`src/logic/dcache_geom_pkg.sv`:
```
package dcache_geom_pkg;

  localparam int NUM_WAYS  = 4;
  localparam int WAY_BITS  = 2;
  localparam int NUM_SETS  = 64;
  localparam int SET_BITS  = 6;
  localparam int NUM_BANKS = 8; // 32-bit words per line
  localparam int OFF_BITS  = 3;
  localparam int TAG_BITS  = 21; // addr[31:11]
  localparam int WORD_BITS = 32;
  localparam int LINE_BITS = 256;

  typedef logic [SET_BITS-1:0] set_t;
  typedef logic [TAG_BITS-1:0] tag_t;
  typedef logic [OFF_BITS-1:0] off_t;
  typedef logic [WAY_BITS-1:0] way_t;
  typedef logic [1:0]          age_t;

  typedef logic [WORD_BITS-1:0] word_t;
  typedef logic [LINE_BITS-1:0] line_t;
  typedef logic [3:0]           ben_t;
  typedef logic [NUM_WAYS-1:0]  way_vec_t;

endpackage

```
`src/logic/dcache_lru_array.sv`:
```
`timescale 1ns/1ps

module dcache_lru_array (
  input  logic                  clk,
  input  logic                  rst,
  input  logic                  init,
  input  dcache_geom_pkg::set_t init_set,
  input  dcache_geom_pkg::set_t look_set,
  input  logic                  touch_en,
  input  dcache_geom_pkg::way_t touch_way,
  output dcache_geom_pkg::way_t victim
);

  dcache_geom_pkg::age_t [dcache_geom_pkg::NUM_WAYS-1:0] age_mem [dcache_geom_pkg::NUM_SETS];

  dcache_geom_pkg::set_t set_q;
  dcache_geom_pkg::age_t [dcache_geom_pkg::NUM_WAYS-1:0] cur;
  dcache_geom_pkg::age_t [dcache_geom_pkg::NUM_WAYS-1:0] upd;
  dcache_geom_pkg::age_t [dcache_geom_pkg::NUM_WAYS-1:0] wr_ages;
  logic [dcache_geom_pkg::NUM_WAYS-1:0] seen;

  always_ff @(posedge clk) begin
    if (rst) set_q <= '0;
    else set_q <= look_set;
  end

  assign cur = age_mem[set_q]; // sees the touch of the cycle before

  always_comb begin
    victim = '0;
    for (int w = 0; w < dcache_geom_pkg::NUM_WAYS; w++)
      if (cur[w] == 2'd3) victim = dcache_geom_pkg::way_t'(w);
  end

  // touched way becomes youngest, younger ones age by one
  always_comb begin
    for (int w = 0; w < dcache_geom_pkg::NUM_WAYS; w++) begin
      if (dcache_geom_pkg::way_t'(w) == touch_way) upd[w] = '0;
      else if (cur[w] < cur[touch_way]) upd[w] = cur[w] + 1'b1;
      else upd[w] = cur[w];
    end
  end

  always_comb begin
    for (int w = 0; w < dcache_geom_pkg::NUM_WAYS; w++)
      wr_ages[w] = init ? dcache_geom_pkg::age_t'(w) : upd[w];
  end

  always_ff @(posedge clk) begin
    if (init) age_mem[init_set] <= wr_ages;
    else if (touch_en) age_mem[set_q] <= wr_ages;
  end

  always_comb begin
    seen = '0;
    for (int w = 0; w < dcache_geom_pkg::NUM_WAYS; w++)
      seen[cur[w]] = 1'b1;
  end

  // ages of a touched set form a permutation
  a_ages_distinct: assert property (
    @(posedge clk) disable iff (rst || init)
    touch_en |-> &seen
  );

endmodule

```
`config.mk`:
```
export PLATFORM = sky130hd
export DESIGN_NAME = dcache_lru_array
export DESIGN_NICKNAME = d
export VERILOG_FILES = /design/src/logic/dcache_geom_pkg.sv /design/src/logic/dcache_lru_array.sv
export SDC_FILE = /design/constraint.sdc
export NUM_CORES = 1
export LEC_CHECK = 0
export BUFFER_PORTS_ARGS = -buffer_cell sky130_fd_sc_hd__buf_4
export CORE_ASPECT_RATIO = 1.5
export CORE_UTILIZATION = 55
export CTS_BUF_LIST = sky130_fd_sc_hd__clkbuf_4
export DETAILED_ROUTE_END_ITERATION = 8
export GPL_ROUTABILITY_DRIVEN = 0
export PLACE_DENSITY = 0.74
export SYNTH_ARGS = -nofsm -noshare
export SYNTH_HDL_FRONTEND = slang
export SYNTH_SLANG_ARGS = --single-unit
```
`constraint.sdc`:
```
create_clock -name clk -period 10.35 [get_ports clk]
set_input_delay 0.5175 -clock clk [delete_from_list [all_inputs] [get_ports clk]]
set_output_delay 0.5175 -clock clk [all_outputs]
set_load 0.01 [all_outputs]
```
==> impl_metrics.toml <==
[global_route]
grt_overflow = 0
grt_pass1_wl_um = 66300
antenna_found_initial = 1
grt_pass1_vias = 10737
track_usage = 0.243
grt_max_degree = 87

[synthesis]
avgSynthCellArea_sq_um = 20.9
synth.distinct_cells = 54
synth_most_common_cell = "edfxtp_1"
ys_warn_count = 0
syn_nets = 1017
yosysSeqAreaShare = 0.747
synth_area_sq_mm = 0.0207
synth.cells.most_frequent = "512 x edfxtp_1, 139 x mux4_2, 77 x nor2_1, 36 x mux2i_1, 34 x nand2_1"
async_reset_ff_frac = 0
yosys.area.top_type = "edfxtp_1"
yosysTopAreaCellShare = 0.742
synth_edf_count = 512
synth.area.top_cells = "edfxtp_1 74%, mux4_2 15%, mux2i_1 1.7%"
synthCells = 992
ys_ff_latch = 518
synth_flop_cell = "edfxtp_1"

[clock_network]
clk_pin_slew_ns = 0.07
ctsHoldBuffers = 10
cts.sinks = 518
cts_setup_buffers = 0
insertion_delay_ns = 0.82
cts.repair.resized = 0
cts_tree = "yes"
cts-htree-levels = 3
cts-root-buf = "clkbuf_4"
clock_path_buffers = 3
cts_made_buffers = 109

[min_path]
min_path_type = "input pin to flip-flop"
min_path_cells = 3

[detailed_routing]
viasPerCell = 6.21
drt-total-wl_um = 44500
vias = 10305
drt_iter0_drc = 1096
wl_per_cell_um = 26.8
final_antenna_net_count = 0
drc = 0
drt-pass1-iter-count = 8

[timing]
worst_pin_slew_ns = 1.17
setup_violations = 0
skew_ns = 0.0362
fmax_ghz = 0.156
timing.hold.ws_ns = 0.363
fin_setup_tns_ns = 0
finalHoldViolations = 0
relSlewSlack = 0.217
maxSlewViolCount = 0
min_period_ns = 6.42
period_share = 0.620
grt_setup_unrepaired = "no"

[layout]
fill_cells = 2525
drive_gt1_frac = 0.310
fin_nets = 1120
area_delta_synth_final_pct = 9.80

[setup_path]
crit_family = "multiplexers"
r2r_cells = 11
slowest_delay_ns = 1.13
worst-r2r-setup-slack_ns = 3.93
cp-end-kind = "flip-flop"
crit_buf_inv = 2
start_kind = "flip-flop"
crit_arrival_ns = 6.77
cpMaxStageDelayCell = "or4_2"
path_cells = "buf_4 -> mux4_2 -> mux4_2 -> mux4_2 -> mux4_2 -> inv_1 -> ha_1 -> nor2_1 -> nor3b_1 -> o31a_1 -> or4_2"
crit_type = "flip-flop to flip-flop"
cp.required_ns = 10.70
cp_num_cells = 11
worstPathMaxFanout = 68
crit_path_frequent_cell = "mux4_2"

[placed_design]
portBuffers = 19
post-dp-hpwl_um = 27000

[power]
irDropWorstVdd_uv = 78.2
power_density_mw_per_mm2 = 188
p_leak_nw = 7.10

[floorplan]
die_x_um = 161
initial_core_util = 0.562
row_count = 86
die_h_um = 240
core_sq_mm = 0.0369
ios = 20
dieArea_sq_mm = 0.0385

[status]
status = "finished, final reports clean"

[run]
drv_cap = 0
## routing by layer
| layer | up-vias | GRT usage | share of wire |
|---|---|---|---|
| met5 | - | 0 | 0 |
| met4 | 0 | 0.135 | 0.047 |
| met3 | 112 | 0.0499 | 0.075 |
| met2 | 532 | 0.400 | 0.51 |
| met1 | 5256 | 0.304 | 0.37 |
| li1 | 4405 | - | - |
## worst paths after layout
check | startpoint | endpoint
hold / removal | init | age_mem[2][0]
hold reg to reg | set_q[5] | age_mem[52][3]
setup / recovery | set_q[1] | age_mem[7][5]
setup reg to reg | set_q[1] | age_mem[7][5]
## placed cells by master (no fill, tap or decap), drive strengths merged, types with 7 or more instances in the layout
master,netlist,layout
nand2,34,34
nor2b,15,15
ha,7,7
o21ai,15,15
nand2b,8,8
dlygate4sd3,0,10
mux4,139,139
clkinv,0,37
buf,32,30
mux2i,36,36
edfxtp,512,512
nor2,77,77
mux2,15,15
clkbuf,16,151
## flip-flops by register name (all words and copies together) (netlist names)
signal   count
age_mem    512
set_q        6
## report_power, final
part / switching, mW / internal [mW] / total [mW]
clock: 0.738 / 0.700 / 1.44
sequential: 0.0173 / 2.44 / 2.45
combinational: 0.256 / 0.125 / 0.381
## through the flow
stage          setup WS (ns)  cells  instance area (sq um)  utilization  power, mW
3_5_place_dp            4.02   1458                  21300        0.578       2.88
4_1_cts                 3.99   1659                  22800        0.617       4.30
2_1_floorplan           1.70    992                  20700            -       2.74
6_report                3.93   1660                  22800        0.617       4.27
5_1_grt                 3.79   1660                  22800        0.617       4.42
3_3_place_gp            4.07   1458                  21300        0.578       2.86
## area by class of cell
class                      instances  area [sq um]  share of cell area
clock inverter                    40           191             0.00841
tap                              484           606              0.0266
sequential                       518         15500               0.681
clock buffer                     151          1130              0.0498
timing repair buffer              40           338              0.0148
inverter                           5          18.8            0.000824
multi-input combinational        421          4970               0.218
antenna                            1          2.50            0.000110
## worst min-delay path: stages
cell and delay [ns]:
buf_4 0.16, a2111oi_2 0.06, buf_4 0.22
## logic make-up (layout without fill, tap and decap cells)
group	Yosys count	count (layout)	synth area share
AOI/OAI and AO/OA	65	65	0.0229
xor gates and xnor gates	1	1	0.000423
adders and majority gates	7	7	0.00422
buffers and inverters	53	236	0.0145
DFF	518	518	0.747
muxes	190	190	0.177
other	0	1	0
and+or+nand+nor	158	158	0.0340
Power figures use the tool's default switching activity.
