`src/logic/dcache_geom_pkg.sv`:
```
package dcache_geom_pkg;

  localparam int NUM_WAYS  = 4;
  localparam int WAY_BITS  = 2;
  localparam int NUM_SETS  = 64;
  localparam int SET_BITS  = 6;
  localparam int NUM_BANKS = 8; // 32-bit words per line
  localparam int OFF_BITS  = 3;
  localparam int TAG_BITS  = 21; // addr[31:11]
  localparam int WORD_BITS = 32;
  localparam int LINE_BITS = 256;

  typedef logic [SET_BITS-1:0] set_t;
  typedef logic [TAG_BITS-1:0] tag_t;
  typedef logic [OFF_BITS-1:0] off_t;
  typedef logic [WAY_BITS-1:0] way_t;
  typedef logic [1:0]          age_t;

  typedef logic [WORD_BITS-1:0] word_t;
  typedef logic [LINE_BITS-1:0] line_t;
  typedef logic [3:0]           ben_t;
  typedef logic [NUM_WAYS-1:0]  way_vec_t;

endpackage

```
`src/logic/dcache_op_pkg.sv`:
```
package dcache_op_pkg;

  typedef enum logic [1:0] {
    OP_NONE,
    OP_READ,
    OP_WRITE,
    OP_FILL
  } op_t;

  typedef enum logic {
    INIT_SWEEP,
    INIT_DONE
  } init_state_t;

endpackage

```
`src/logic/dcache_ctrl.sv`:
```
`timescale 1ns/1ps

module dcache_ctrl (
  input  logic                      clk,
  input  logic                      rst,
  input  logic                      init,
  input  dcache_op_pkg::op_t        req_op,
  input  logic [31:0]               req_addr,
  input  dcache_geom_pkg::ben_t     req_ben,
  input  dcache_geom_pkg::word_t    req_wdata,
  input  dcache_geom_pkg::way_vec_t hit_way,
  input  dcache_geom_pkg::way_t     victim,
  output dcache_geom_pkg::set_t     look_set,
  output dcache_geom_pkg::tag_t     look_tag,
  output logic                      fill_en,
  output dcache_geom_pkg::way_t     fill_way,
  output logic                      touch_en,
  output dcache_geom_pkg::way_t     touch_way,
  output logic [dcache_geom_pkg::WAY_BITS+dcache_geom_pkg::SET_BITS-1:0] bank_idx,
  output logic [dcache_geom_pkg::NUM_BANKS-1:0] bank_rmw,
  output dcache_geom_pkg::ben_t     bank_ben,
  output dcache_geom_pkg::word_t    bank_wdata,
  input  dcache_geom_pkg::word_t [dcache_geom_pkg::NUM_BANKS-1:0] bank_rd,
  output logic                      busy,
  output logic                      resp_valid,
  output logic                      resp_hit,
  output dcache_geom_pkg::word_t    resp_data
);

  logic req_valid;
  dcache_op_pkg::op_t     s1_op;
  dcache_geom_pkg::set_t  s1_set;
  dcache_geom_pkg::off_t  s1_off;
  dcache_geom_pkg::ben_t  s1_ben;
  dcache_geom_pkg::word_t s1_wdata;
  logic s1_hit;
  logic s1_access;
  dcache_geom_pkg::way_t  hit_idx;
  logic s2_resp;
  logic s2_hit;
  dcache_geom_pkg::off_t  s2_off;

  assign busy      = init;
  assign req_valid = (req_op != dcache_op_pkg::OP_NONE) && !init;
  assign look_set  = req_valid ? req_addr[10:5] : '0;
  assign look_tag  = req_valid ? req_addr[31:11] : '0;

  always_ff @(posedge clk) begin
    if (rst) s1_op <= dcache_op_pkg::OP_NONE;
    else s1_op <= req_valid ? req_op : dcache_op_pkg::OP_NONE;
    s1_set   <= req_addr[10:5];
    s1_off   <= req_addr[4:2];
    s1_ben   <= req_ben;
    s1_wdata <= req_wdata;
  end

  always_comb begin
    hit_idx = '0;
    for (int w = 0; w < dcache_geom_pkg::NUM_WAYS; w++)
      if (hit_way[w]) hit_idx = dcache_geom_pkg::way_t'(w);
  end

  assign s1_hit    = |hit_way;
  assign s1_access = (s1_op == dcache_op_pkg::OP_READ) || (s1_op == dcache_op_pkg::OP_WRITE);
  assign fill_en   = (s1_op == dcache_op_pkg::OP_FILL);
  assign fill_way  = victim;
  assign touch_en  = (s1_access && s1_hit) || fill_en;
  assign touch_way = fill_en ? victim : hit_idx;

  // banks register these at the end of stage 1
  assign bank_idx   = {touch_way, s1_set};
  assign bank_ben   = s1_ben;
  assign bank_wdata = s1_wdata;

  always_comb begin
    bank_rmw = '0;
    if (s1_op == dcache_op_pkg::OP_WRITE && s1_hit) bank_rmw[s1_off] = 1'b1;
  end

  always_ff @(posedge clk) begin
    if (rst) begin
      s2_resp    <= 1'b0;
      s2_hit     <= 1'b0;
      resp_valid <= 1'b0;
      resp_hit   <= 1'b0;
    end else begin
      s2_resp    <= s1_access;
      s2_hit     <= s1_hit;
      resp_valid <= s2_resp;
      resp_hit   <= s2_resp && s2_hit;
    end
    s2_off    <= s1_off;
    resp_data <= bank_rd[s2_off]; // word select by offset
  end

  a_no_req_busy: assert property (
    @(posedge clk) disable iff (rst)
    busy |-> req_op == dcache_op_pkg::OP_NONE
  );

endmodule

```
`config.mk`:
```
export PLATFORM = sky130hd
export DESIGN_NAME = dcache_ctrl
export DESIGN_NICKNAME = d
export VERILOG_FILES = /design/src/logic/dcache_geom_pkg.sv /design/src/logic/dcache_op_pkg.sv /design/src/logic/dcache_ctrl.sv
export SDC_FILE = /design/constraint.sdc
export NUM_CORES = 1
export LEC_CHECK = 0
export BUFFER_PORTS_ARGS = -buffer_cell sky130_fd_sc_hd__clkbuf_2
export CAP_MARGIN = 20
export CORE_AREA = 2 2 174 176
export DETAILED_ROUTE_END_ITERATION = 10
export DIE_AREA = 0 0 176 178
export GPL_TIMING_DRIVEN = 0
export PLACE_DENSITY = 0.43
export SLEW_MARGIN = 20
export SYNTH_ARGS = -nofsm -noshare
export SYNTH_HDL_FRONTEND = slang
export SYNTH_SLANG_ARGS = --single-unit
export TNS_END_PERCENT = 100
```
`constraint.sdc`:
```
create_clock -name clk -period 2.1 [get_ports clk]
set_input_delay 0.42 -clock clk [delete_from_list [all_inputs] [get_ports clk]]
set_output_delay 0.42 -clock clk [all_outputs]
set_load 0.1 [all_outputs]
```
==> flow_summary.ini <==
[logic_synthesis]
ys_ff_latch = 86
synth_top_family_by_area = multiplexers
synth_edf_count = 0
synth_cell_types = 25
yosysWarnings = 0
synthSimpleGateAreaFrac_pct = 6.84
yosys-mux-area-fraction_pct = 46.4
synthArstFlopShare_pct = 0
synth_adder_area_share_pct = 0.594
synth_compound_area_share_pct = 0.951
ys.flop_type = dfxtp_1
yosysSeqAreaShare_pct = 40.9
syn_area_sq_um = 4210
synth_xor_area_share_pct = 0
syn-num-nets = 601
syn_inst = 264
syn_avg_cell_area_sq_um = 15.9

[clock_network]
numCtsBuffers = 9
clk_latency_ns = 0.35
cts_tree = done
clk_pin_slew_ns = 0.08
clock-sinks = 86
htree_levels = 3
cts_max_path_buffers = 2
cts_root_buf = clkbuf_16

[status]
status = finished clean

[pwr]
pwr_density_cell_nw_per_um2 = 756
ir_worst_vdd_uv = 281
leakage_nw = 3.77

[sta]
setup_viol = 0
fin_skew_ns = 0.00860
finalCritPeriodShare_pct = 99.7
hold-worst-slack_ns = 0.160
finalWorstSetupSlack_ns = 0.00579
max_freq_mhz = 478
worstMarginPinSlew_ns = 0.805
min_period_ns = 2.09
rsz0062_at_grt = true
slew_headroom_pct = 46.3
slew_viol_final = 0
hold_violations = 0

[cells_and_area]
nets = 1064
antenna_cells = 0
nFillCells = 3207
final_cells = 1122
area_delta_synth_final_pct = 79.6
drive_gt1_share_pct = 77.5
final_cell_area_sq_um = 7560

[setup_path]
worstSetupEndpointType = primary output
crit_slowest_cell = dfxtp_4
cp_cell_sequence = inv_4, ha_4, o41ai_4, buf_12, nor4b_4, buf_8
arrival_ns = 1.67
worstPathMaxFanout = 8
crit_type = reg -> out
required_ns = 1.68
max_stage_delay_ns = 0.37
rr_worst_depth = 3
start_kind = flip-flop

[route]
dr.pass1.iters = 4
avgRoutedWirePerCell_microns = 17.7
vias_per_cell = 3.76
drt_iter0_drc = 115
routed_wirelength_microns = 19900
ant_nets = 0
dr_total_vias = 4217
remaining_drc_errors = 0

[floorplan]
chipWidth_microns = 176
ios = 455
start_util_pct = 14.3
core-area_sq_um = 29400
die_h_microns = 178
rows = 63
fp.dieArea_sq_um = 31300

[min_path]
holdPathStages = 1
hold_class = in -> reg

[place]
place_hpwl_microns = 16400
dp_slack_ns = -0.341
place.gp.congestion = 0.810
io_buffers = 452
dpl-instance-area_sq_um = 7110
placed_cells = 1106

[grt]
grt_max_degree = 19
grt_usage_pct = 12.0
grt_antenna_before_repair = 0
grt.overflow.total = 0
grt_pass1_vias = 4405
grt_pass1_wl_microns = 27300

[run]
drv_cap = 0
-- report_power, final --
part           leakage (nW)  switching [mW]  internal (mW)  total [mW]
Combinational          2.90            1.56          0.637        2.19
Sequential            0.725          0.0480           1.77        1.81
Clock                 0.148           0.858          0.849        1.71
-- flip-flops by register name, summed over array words and instances (netlist names) --
signal      count
bank_ben        4
s1_off          3
s2_hit          1
resp_valid      1
s2_resp         1
resp_data      32
s1_op           2
bank_wdata     32
resp_hit        1
s2_off          3
s1_set          6
-- area by class of cell --
type	instances	area, sq um	share of cell area (%)
flip-flops and latches	86	1730	22.9
multi-input cells	150	2450	32.4
clock inverters	7	71.3	0.943
plain buffers	24	184	2.43
clock buffers	9	225	2.98
repair buffers	453	2400	31.7
inverters	3	13.8	0.182
well taps	390	488	6.45
-- placed cells by master (no fill, tap or decap), drive strengths merged --
| master | instances |
|---|---|
| o31a | 1 |
| nand2b | 2 |
| dfxtp | 86 |
| and2 | 28 |
| nand2 | 1 |
| clkbuf | 458 |
| nor2b | 2 |
| nor4 | 3 |
| mux2 | 32 |
| inv | 8 |
| nor4b | 2 |
| o21ba | 1 |
| a21oi | 1 |
| nor2 | 2 |
| o41ai | 1 |
| buf | 28 |
| mux4 | 64 |
| nor3b | 2 |
| nor3 | 5 |
| o21bai | 1 |
| clkinv | 2 |
| ha | 2 |
-- critical path: cells and delay by family, from the launching register on --
family / cells / cell delay (ns)
AO/OA/AOI/OAI: 1 / 0.07
adder cells (fa/ha/maj): 1 / 0.12
AND/OR/NAND/NOR: 1 / 0.30
flip-flops: 1 / 0.37
buffers and inverters: 3 / 0.45
-- cell families (layout without fill, tap and decap cells) --
family	after synthesis	after routing
AO/OA/AOI/OAI	5	5
adder cells (fa/ha/maj)	2	2
buffers and inverters	28	496
flip-flops	86	86
multiplexers	96	96
AND/OR/NAND/NOR	47	47
-- cell usage after synthesis (all sizes together), types with 2 or more instances --
library cell	instances	share of area [%]
nand2b	2	0.30
dfxtp	86	41
mux4	64	38
inv	3	0.27
and2	28	4.2
clkbuf	4	0.36
ha	2	0.59
nor4b	2	0.42
nor4	3	0.45
nor2b	2	0.30
nor2	2	0.18
nor3b	2	0.36
mux2	32	8.6
nor3	5	0.59
buf	21	3.7
-- path summary, 6_finish.rpt --
path           startpoint            end  slack [ns]
max              s1_op[0]    bank_rmw[2]       0.006
min          req_wdata[5]  bank_wdata[5]        0.16
min reg2reg        s2_hit       resp_hit        0.43
max reg2reg     s2_off[2]  resp_data[11]        0.25
-- timing repair --
action / 4_1_cts / 5_1_grt
hold buffers: 0 / 0
gates resized for setup: 42 / 12
setup buffers: 1 / 0
pin swaps: 3 / 2
endpoints found under the setup margin: 40 / 26
-- routing by layer --
layer | GRT usage, % | part of all wire, %
met1 | 14.3 | 40
met2 | 21.0 | 51
met3 | 3.03 | 6.7
met4 | 4.30 | 1.9
met5 | 0 | 0
-- metrics by stage --
step	setup TNS (ns)	total power [mW]	utilization, %
2_1_floorplan	-1.47	3.46	-
3_3_place_gp	-4.42	4.05	24.2
3_5_place_dp	-4.65	4.05	24.2
4_1_cts	-0.0646	5.85	25.7
5_1_grt	-0.114	5.99	25.7
6_report	0	5.72	25.7
(Power assumes the default switching activity.)
