==> config.mk <==
export PLATFORM = sky130hd
export DESIGN_NAME = dcache_init_seq
export DESIGN_NICKNAME = d
export VERILOG_FILES = /design/src/logic/dcache_geom_pkg.sv /design/src/logic/dcache_op_pkg.sv /design/src/logic/dcache_init_seq.sv
export SDC_FILE = /design/constraint.sdc
export NUM_CORES = 1
export LEC_CHECK = 0
export BUFFER_PORTS_ARGS = -buffer_cell sky130_fd_sc_hd__buf_4
export CAP_MARGIN = 15
export CORE_AREA = 2 2 39 41
export DETAILED_ROUTE_END_ITERATION = 12
export DIE_AREA = 0 0 41 43
export HOLD_SLACK_MARGIN = 0.12
export PLACE_DENSITY = 0.44
export SLEW_MARGIN = 20
export SYNTH_ARGS = -nofsm -noshare
export SYNTH_HDL_FRONTEND = slang
export SYNTH_SLANG_ARGS = --single-unit
==> constraint.sdc <==
create_clock -name clk -period 2.45 [get_ports clk]
set_input_delay 0.245 -clock clk [delete_from_list [all_inputs] [get_ports clk]]
set_output_delay 0.245 -clock clk [all_outputs]
set_load 0.1 [all_outputs]
==> src/logic/dcache_geom_pkg.sv <==
package dcache_geom_pkg;

  localparam int NUM_WAYS  = 4;
  localparam int WAY_BITS  = 2;
  localparam int NUM_SETS  = 64;
  localparam int SET_BITS  = 6;
  localparam int NUM_BANKS = 8; // 32-bit words per line
  localparam int OFF_BITS  = 3;
  localparam int TAG_BITS  = 21; // addr[31:11]
  localparam int WORD_BITS = 32;
  localparam int LINE_BITS = 256;

  typedef logic [SET_BITS-1:0] set_t;
  typedef logic [TAG_BITS-1:0] tag_t;
  typedef logic [OFF_BITS-1:0] off_t;
  typedef logic [WAY_BITS-1:0] way_t;
  typedef logic [1:0]          age_t;

  typedef logic [WORD_BITS-1:0] word_t;
  typedef logic [LINE_BITS-1:0] line_t;
  typedef logic [3:0]           ben_t;
  typedef logic [NUM_WAYS-1:0]  way_vec_t;

endpackage

==> src/logic/dcache_op_pkg.sv <==
package dcache_op_pkg;

  typedef enum logic [1:0] {
    OP_NONE,
    OP_READ,
    OP_WRITE,
    OP_FILL
  } op_t;

  typedef enum logic {
    INIT_SWEEP,
    INIT_DONE
  } init_state_t;

endpackage

==> src/logic/dcache_init_seq.sv <==
`timescale 1ns/1ps

module dcache_init_seq (
  input  logic                  clk,
  input  logic                  rst,
  output logic                  init,
  output dcache_geom_pkg::set_t init_set
);

  dcache_op_pkg::init_state_t state;

  assign init = (state == dcache_op_pkg::INIT_SWEEP);

  always_ff @(posedge clk) begin
    if (rst) begin
      state    <= dcache_op_pkg::INIT_SWEEP;
      init_set <= '0;
    end else if (state == dcache_op_pkg::INIT_SWEEP) begin
      init_set <= init_set + 1'b1;
      // last set swept
      if (init_set == dcache_geom_pkg::set_t'(dcache_geom_pkg::NUM_SETS - 1))
        state <= dcache_op_pkg::INIT_DONE;
    end
  end

  // sweep runs once per reset
  a_init_once: assert property (
    @(posedge clk) disable iff (rst)
    !init |=> !init
  );

endmodule

==> results of run 1 <==
-- registers in the layout, indices dropped and copies added (netlist names) --
name	count
init_set	6
state	1
-- layout by cell type (no fill, tap or decap) --
master	instances
o21ai_0	1
nand4b_1	1
clkbuf_1	1
ha_1	1
nand3_1	1
a21oi_1	1
nor2_1	6
nand2_1	1
nor2b_1	1
buf_4	8
clkbuf_4	3
inv_1	1
or3_1	1
nand4b_4	1
o21a_1	1
dfxtp_1	7
xor2_1	3
mux2i_1	1
xnor2_1	1
-- power by group --
part / internal, mW / switching, mW
combinational: 0.0117 / 0.0392
sequential: 0.118 / 0.00731
clock: 0.0622 / 0.0432
total: 0.192 / 0.0897
-- metrics by stage --
| step | instances | area [um^2] |
|---|---|---|
| finish | 57 | 401.6 |
| global route | 57 | 401.6 |
| CTS | 57 | 401.6 |
| detailed placement | 53 | 375.4 |
| global placement | 53 | 375.4 |
| floorplan | 29 | 295.3 |
-- worst reg2reg max path, stage by stage, from the launching register on --
cell,delay (ns)
dfxtp_1,0.45
nand4b_4,0.14
or3_1,0.35
a21oi_1,0.13
-- worst max-delay path by stage --
| stage | end | slack [ns] |
|---|---|---|
| 6_report | init_set[2] | 1.16 |
| 5_1_grt | init | 1.12 |
| 4_1_cts | init_set[2] | 1.13 |
| 3_5_place_dp | init_set[5] | 1.30 |
| 3_3_place_gp | init_set[5] | 1.32 |
| 2_1_floorplan | init_set[4] | 0.64 |
-- layout make-up --
| type | instances | area [um^2] |
|---|---|---|
| multi-input cells | 21 | 151.4 |
| fillers | 161 | 982.2 |
| inverters | 1 | 3.754 |
| repair buffers | 8 | 60.06 |
| flip-flops and latches | 7 | 140.1 |
| well taps | 16 | 20.02 |
| clock buffers | 4 | 26.28 |
-- cells by family after synthesis --
| group | share of synthesized area (%) |
|---|---|
| flip-flops | 47.46 |
| AO/OA/AOI/OAI | 5.930 |
| buffers and inverters | 1.270 |
| multiplexers | 3.390 |
| adder cells (fa/ha/maj) | 4.237 |
| XOR/XNOR | 11.87 |
| AND/OR/NAND/NOR | 25.85 |
-- routing by layer --
metal,part of all wire (%),global-route usage [%],vias up
li1,-,-,120
met1,42,8.710,105
met2,51,9.688,4
met3,7.5,3.141,0
met4,0,12.00,0
met5,0,0,-
==> metrics.txt, run 1 <==
period utilization=52.48%; Distinct cells, synth=16; Resized cells post-CTS=0; IO Count=9; vias per cell=4.018; post-CTS setup buffers=0; sequential area share after synthesis=47.46%; Worst Path Max Fanout=5; gp weighted congestion=0.6524; CP Launch Point=init_set[2]; clock latency on the worst-skew pair=0.25 ns; hold slack=0.2080 ns; Max-cap violations=0; wire per inst=9.860 um; Final setup viols=0; RR Startpoint=init_set[2]; Clock Sinks=7; die height=43 um; Rows=14; Core Area=1384 um^2; Yosys top cell by area=dfxtp_1; Tightest Pin Transition=0.2788 ns; crit start category=register; Mapped Cells=29; PwrDens=702.4 nW/um^2; Post-CTS Hold Fix Bufs=0; buffers and inverters on the worst path=1; average size of a mapped cell=10.18 um^2; total CTS buffers=3; type of the worst min-delay path=in2reg; Routed Antenna Nets=0; Top FF cell, synth=dfxtp_1; Die X=41 um; CTS tree=done; crit path DAT=1.04 ns; CP endpoint kind=primary output; top cells by area, synth=dfxtp_1 47%, xor2_1 8.9%, nand4b_4 8.1%; Final Hold Viols=0; DP HPWL=405.9 um; Layout area overhead=36.02%; die area=1763 um^2; H-tree Lvls=1; DR iter-0 viols=1; Worst path slowest cell=dfxtp_1; Final Core Density=29.02%; Total GRT Usage=8.241%; Final Skew=0.003994 ns; TritonRoute pass-1 iters=2; worst setup path class=reg2out; drt drc=0; nets=45; Post-synth EDFFs=0; Hold EP=init_set[2]; routed vias=229; Post-synth ARST share=0%; diode count=0; YS warnings=0; Reg clk slew, reported paths=0.05 ns; CP Cell Sequence=buf_4; Place WS=1.304 ns; max-slew violations=0; Worst path depth=1; Critical Path RT=2.20 ns; status=complete, no violations; root buf cell=clkbuf_4; max incr delay on CP=0.45 ns; pin count of the biggest net entering global routing=8; post-synthesis cell area=295.3 um^2; deepest clock path buffer count=2; Fin Setup TNS=0 ns; Synth Register Bits=7; WL final=562 um; first-pass GRT wire length=869 um; Yosys top cell area share=47.46%; CP delay by family, top=flip-flops; commonest cells in the netlist=7 x dfxtp_1, 6 x nor2_1, 3 x xor2_1; Max IR drop VDD=202.7 uV; Rel. slew slack=81.56%; syn nets=32; leakage power=0.1870 nW; reg2reg path depth=3; initial antenna violation count=0; setup ws final=1.164 ns; number of global-route vias before repair=225; count leader, synth=dfxtp_1; RSZ-0062 raised after global routing=false; IO Port Bufs=8; r2r setup slk=1.31 ns; Tmin final=1.286 ns; reg-to-reg endpoint=init_set[5]; layout cell share with drive strength beyond 1=29.27%; Min-Delay Path Depth=2; Remaining Overflow, GRT=0; Initial Util=21.34%; Worst Hold Launch=rst; Total Power=0.2821 mW; FMAX=777.8 MHz
(Power assumes the default switching activity.)
==> run 2, diff against run 1 <==
--- a/config.mk
+++ b/config.mk
@@ -5,13 +5,14 @@
 export SDC_FILE = /design/constraint.sdc
 export NUM_CORES = 1
 export LEC_CHECK = 0
+export ABC_AREA = 1
 export BUFFER_PORTS_ARGS = -buffer_cell sky130_fd_sc_hd__buf_4
 export CAP_MARGIN = 15
 export CORE_AREA = 2 2 39 41
 export DETAILED_ROUTE_END_ITERATION = 12
 export DIE_AREA = 0 0 41 43
 export HOLD_SLACK_MARGIN = 0.12
-export PLACE_DENSITY = 0.44
+export PLACE_DENSITY = 0.47
 export SLEW_MARGIN = 20
 export SYNTH_ARGS = -nofsm -noshare
 export SYNTH_HDL_FRONTEND = slang
==> constraint.sdc (replaced) <==
create_clock -name clk -period 1 [get_ports clk]
set_input_delay 0.1 -clock clk [delete_from_list [all_inputs] [get_ports clk]]
set_output_delay 0.1 -clock clk [all_outputs]
set_load 0.1 [all_outputs]
==> metrics.txt, run 2 <==
average size of a mapped cell=6.923 um^2 (-32%); die area=1763 um^2 (unchanged); vias per cell=4.203 (+4.6%); Reg clk slew, reported paths=0.05 ns (about the same); Worst Hold Launch=init_set[4]; CP Launch Point=state; routed vias=311 (+36%); Routed Antenna Nets=0 (unchanged); CTS tree=done; PwrDens=1362 nW/um^2 (+94%); r2r setup slk=0.05 ns (-1.26 ns); nets=62 (+38%); Final Core Density=36.71% (+7.7 points); top sig layer=met4; RSZ-0062 raised after global routing=true; most common cell after layout, fill and taps aside=nand2_1; Layout area overhead=63.05%; crit start category=register; RR Startpoint=init_set[0]; die height=43 um (unchanged); Tmin final=0.9710 ns; met3 wire len=18 um (-57%); TritonRoute pass-1 iters=2 (unchanged); commonest cells in the netlist=10 x nand2_1, 7 x dfxtp_1, 7 x nor2_1, 6 x inv_1, 3 x a21oi_1; type of the worst min-delay path=reg2reg; sequential area share after synthesis=44.98% (-2.5 points); total CTS buffers=3 (unchanged); syn nets=48 (+50%); FILL cells=149 (-7.5%); IO Port Bufs=8 (unchanged); Die X=41 um (unchanged); Total GRT Usage=9.639% (+1.4 points); Tightest Pin Transition=0.2772 ns (-0.001570 ns); max-slew violations=0 (unchanged); Initial Util=22.51% (+1.2 points); count leader, synth=nand2_1; Max-cap violations=0 (unchanged); Yosys top cell area share=44.98% (-2.5 points); hold slack=0.4701 ns (+0.2620 ns); crit path DAT=0.87 ns (-0.17 ns); Final Skew=0.0005856 ns (-0.003408 ns); Post-synth EDFFs=0 (unchanged); Largest register FFs=6 (unchanged); top cells by area, synth=dfxtp_1 45%, nand2_1 12%, nor2_1 8.4%; met2 WL=328 um (+15%); Final setup viols=0 (unchanged); Regs by FF count=init_set (6), state (1); Remaining Overflow, GRT=0 (unchanged); deepest clock path buffer count=2 (unchanged); IO Count=9 (unchanged); gp weighted congestion=0.6745 (+3.4%); Worst Path Max Fanout=6 (+1); Clock Sinks=7 (unchanged); worst setup path class=reg2out; first-pass GRT wire length=1.083 mm (+25%); post-synthesis cell area=311.5 um^2 (+5.5%); H-tree Lvls=1 (unchanged); pin count of the biggest net entering global routing=7 (-1); initial antenna violation count=0 (unchanged); Final Hold Viols=0 (unchanged); layout cell share with drive strength beyond 1=43.10% (+14 points); Mapped Cells=45 (+55%); FMAX=1030 MHz; leakage power=0.2237 nW (+20%); diode count=0 (unchanged); met1 WL=286 um (+22%); clock latency on the worst-skew pair=0.25 ns (about the same); Rel. slew slack=81.67% (+0.10 points); period utilization=97.10%; WL final=663 um (+18%); Core Area=1384 um^2 (unchanged); Yosys top cell by area=dfxtp_1; Distinct cells, synth=13 (-3); Max IR drop VDD=411.3 uV (+100%); Critical Path RT=0.90 ns (-1.30 ns); root buf cell=clkbuf_4; status=complete, no violations; YS warnings=0 (unchanged); Fin Setup TNS=0 ns (unchanged); Synth Register Bits=7 (unchanged); largest register by flop count=init_set; CP endpoint kind=primary output; Top FF cell, synth=dfxtp_1; post-CTS setup buffers=0 (unchanged); DR iter-0 viols=4 (+3); wire per inst=8.959 um (-9.1%); DP HPWL=490.7 um (+21%); most frequent cells in the layout=9 x nand2_1, 7 x nor2_1, 6 x inv_1, 6 x dfxtp_4, 5 x buf_6; Rows=14 (unchanged); Post-synth ARST share=0% (unchanged); drt drc=0 (unchanged); number of global-route vias before repair=296 (+32%)
run 2: cell types whose count changed after synthesis, moves of 2 or more:
cell     change
nand2_1      +9
a21oi_1      +2
inv_1        +5
nor2_2       +2
xor2_1       -3
inv_2        +2
run 2: power breakdown:
part	leakage (nW)	internal [mW]	switching, mW
Combinational	0.147	0.0397	0.0989
Sequential	0.0619	0.282	0.0191
Clock	0.0150	0.152	0.0998
Total	0.224	0.474	0.218
run 2: per-layer routing:
layer | vias up | GRT usage, %
li1 | 166 | -
met1 | 134 | 9.968
met2 | 7 | 13.75
met3 | 4 | 1.571
met4 | 0 | 12.00
met5 | - | 0
run 2: cell type report:
cell class / count / area (um^2) / area share (%)
sequential: 7 / 163.9 / 32.27
tap: 16 / 20.02 / 3.941
timing repair buffer: 9 / 101.3 / 19.95
clock buffer: 4 / 26.28 / 5.172
multi-input combinational: 30 / 161.4 / 31.77
inverter: 8 / 35.03 / 6.897
run 2: worst paths after layout:
path | end | cells after the start
worst min register to register | init_set[4] | 2
worst max register to register | init_set[4] | 5
worst min-delay path | init_set[4] | 2
worst max-delay path | init | 2
run 2: critical path, stage by stage, from the launching register on:
cell	delay, ns
dfxtp_4	0.37
inv_6	0.08
buf_12	0.17
run 2: repair_timing:
action                                 in CTS  in global routing
gates resized for setup                     8                  4
endpoints found under the hold margin       2                  0
hold buffers                                1                  0
setup endpoints to repair                   6                  2
run 2: cells by family (layout without fill, tap and decap cells):
logic type / Yosys count / count (layout) / share of synthesized area (%)
AOI/OAI and AO/OA: 5 / 5 / 8.031
DFF: 7 / 7 / 44.98
buffers and inverters: 8 / 21 / 9.639
adders and majority gates: 1 / 1 / 4.015
and+or+nand+nor: 24 / 24 / 33.34
run 2: metrics by stage:
| stage | setup slack [ns] | cells | cell area (um^2) | power, mW |
|---|---|---|---|---|
| 2_1_floorplan | -0.1498 | 45 | 349.1 | 0.4088 |
| 3_3_place_gp | 0.03782 | 69 | 429.2 | 0.4365 |
| 3_5_place_dp | 0.03663 | 69 | 429.2 | 0.4367 |
| 4_1_cts | 0.004559 | 74 | 493.0 | 0.7068 |
| 5_1_grt | -0.001514 | 74 | 508.0 | 0.7291 |
| 6_report | 0.02902 | 74 | 508.0 | 0.6917 |
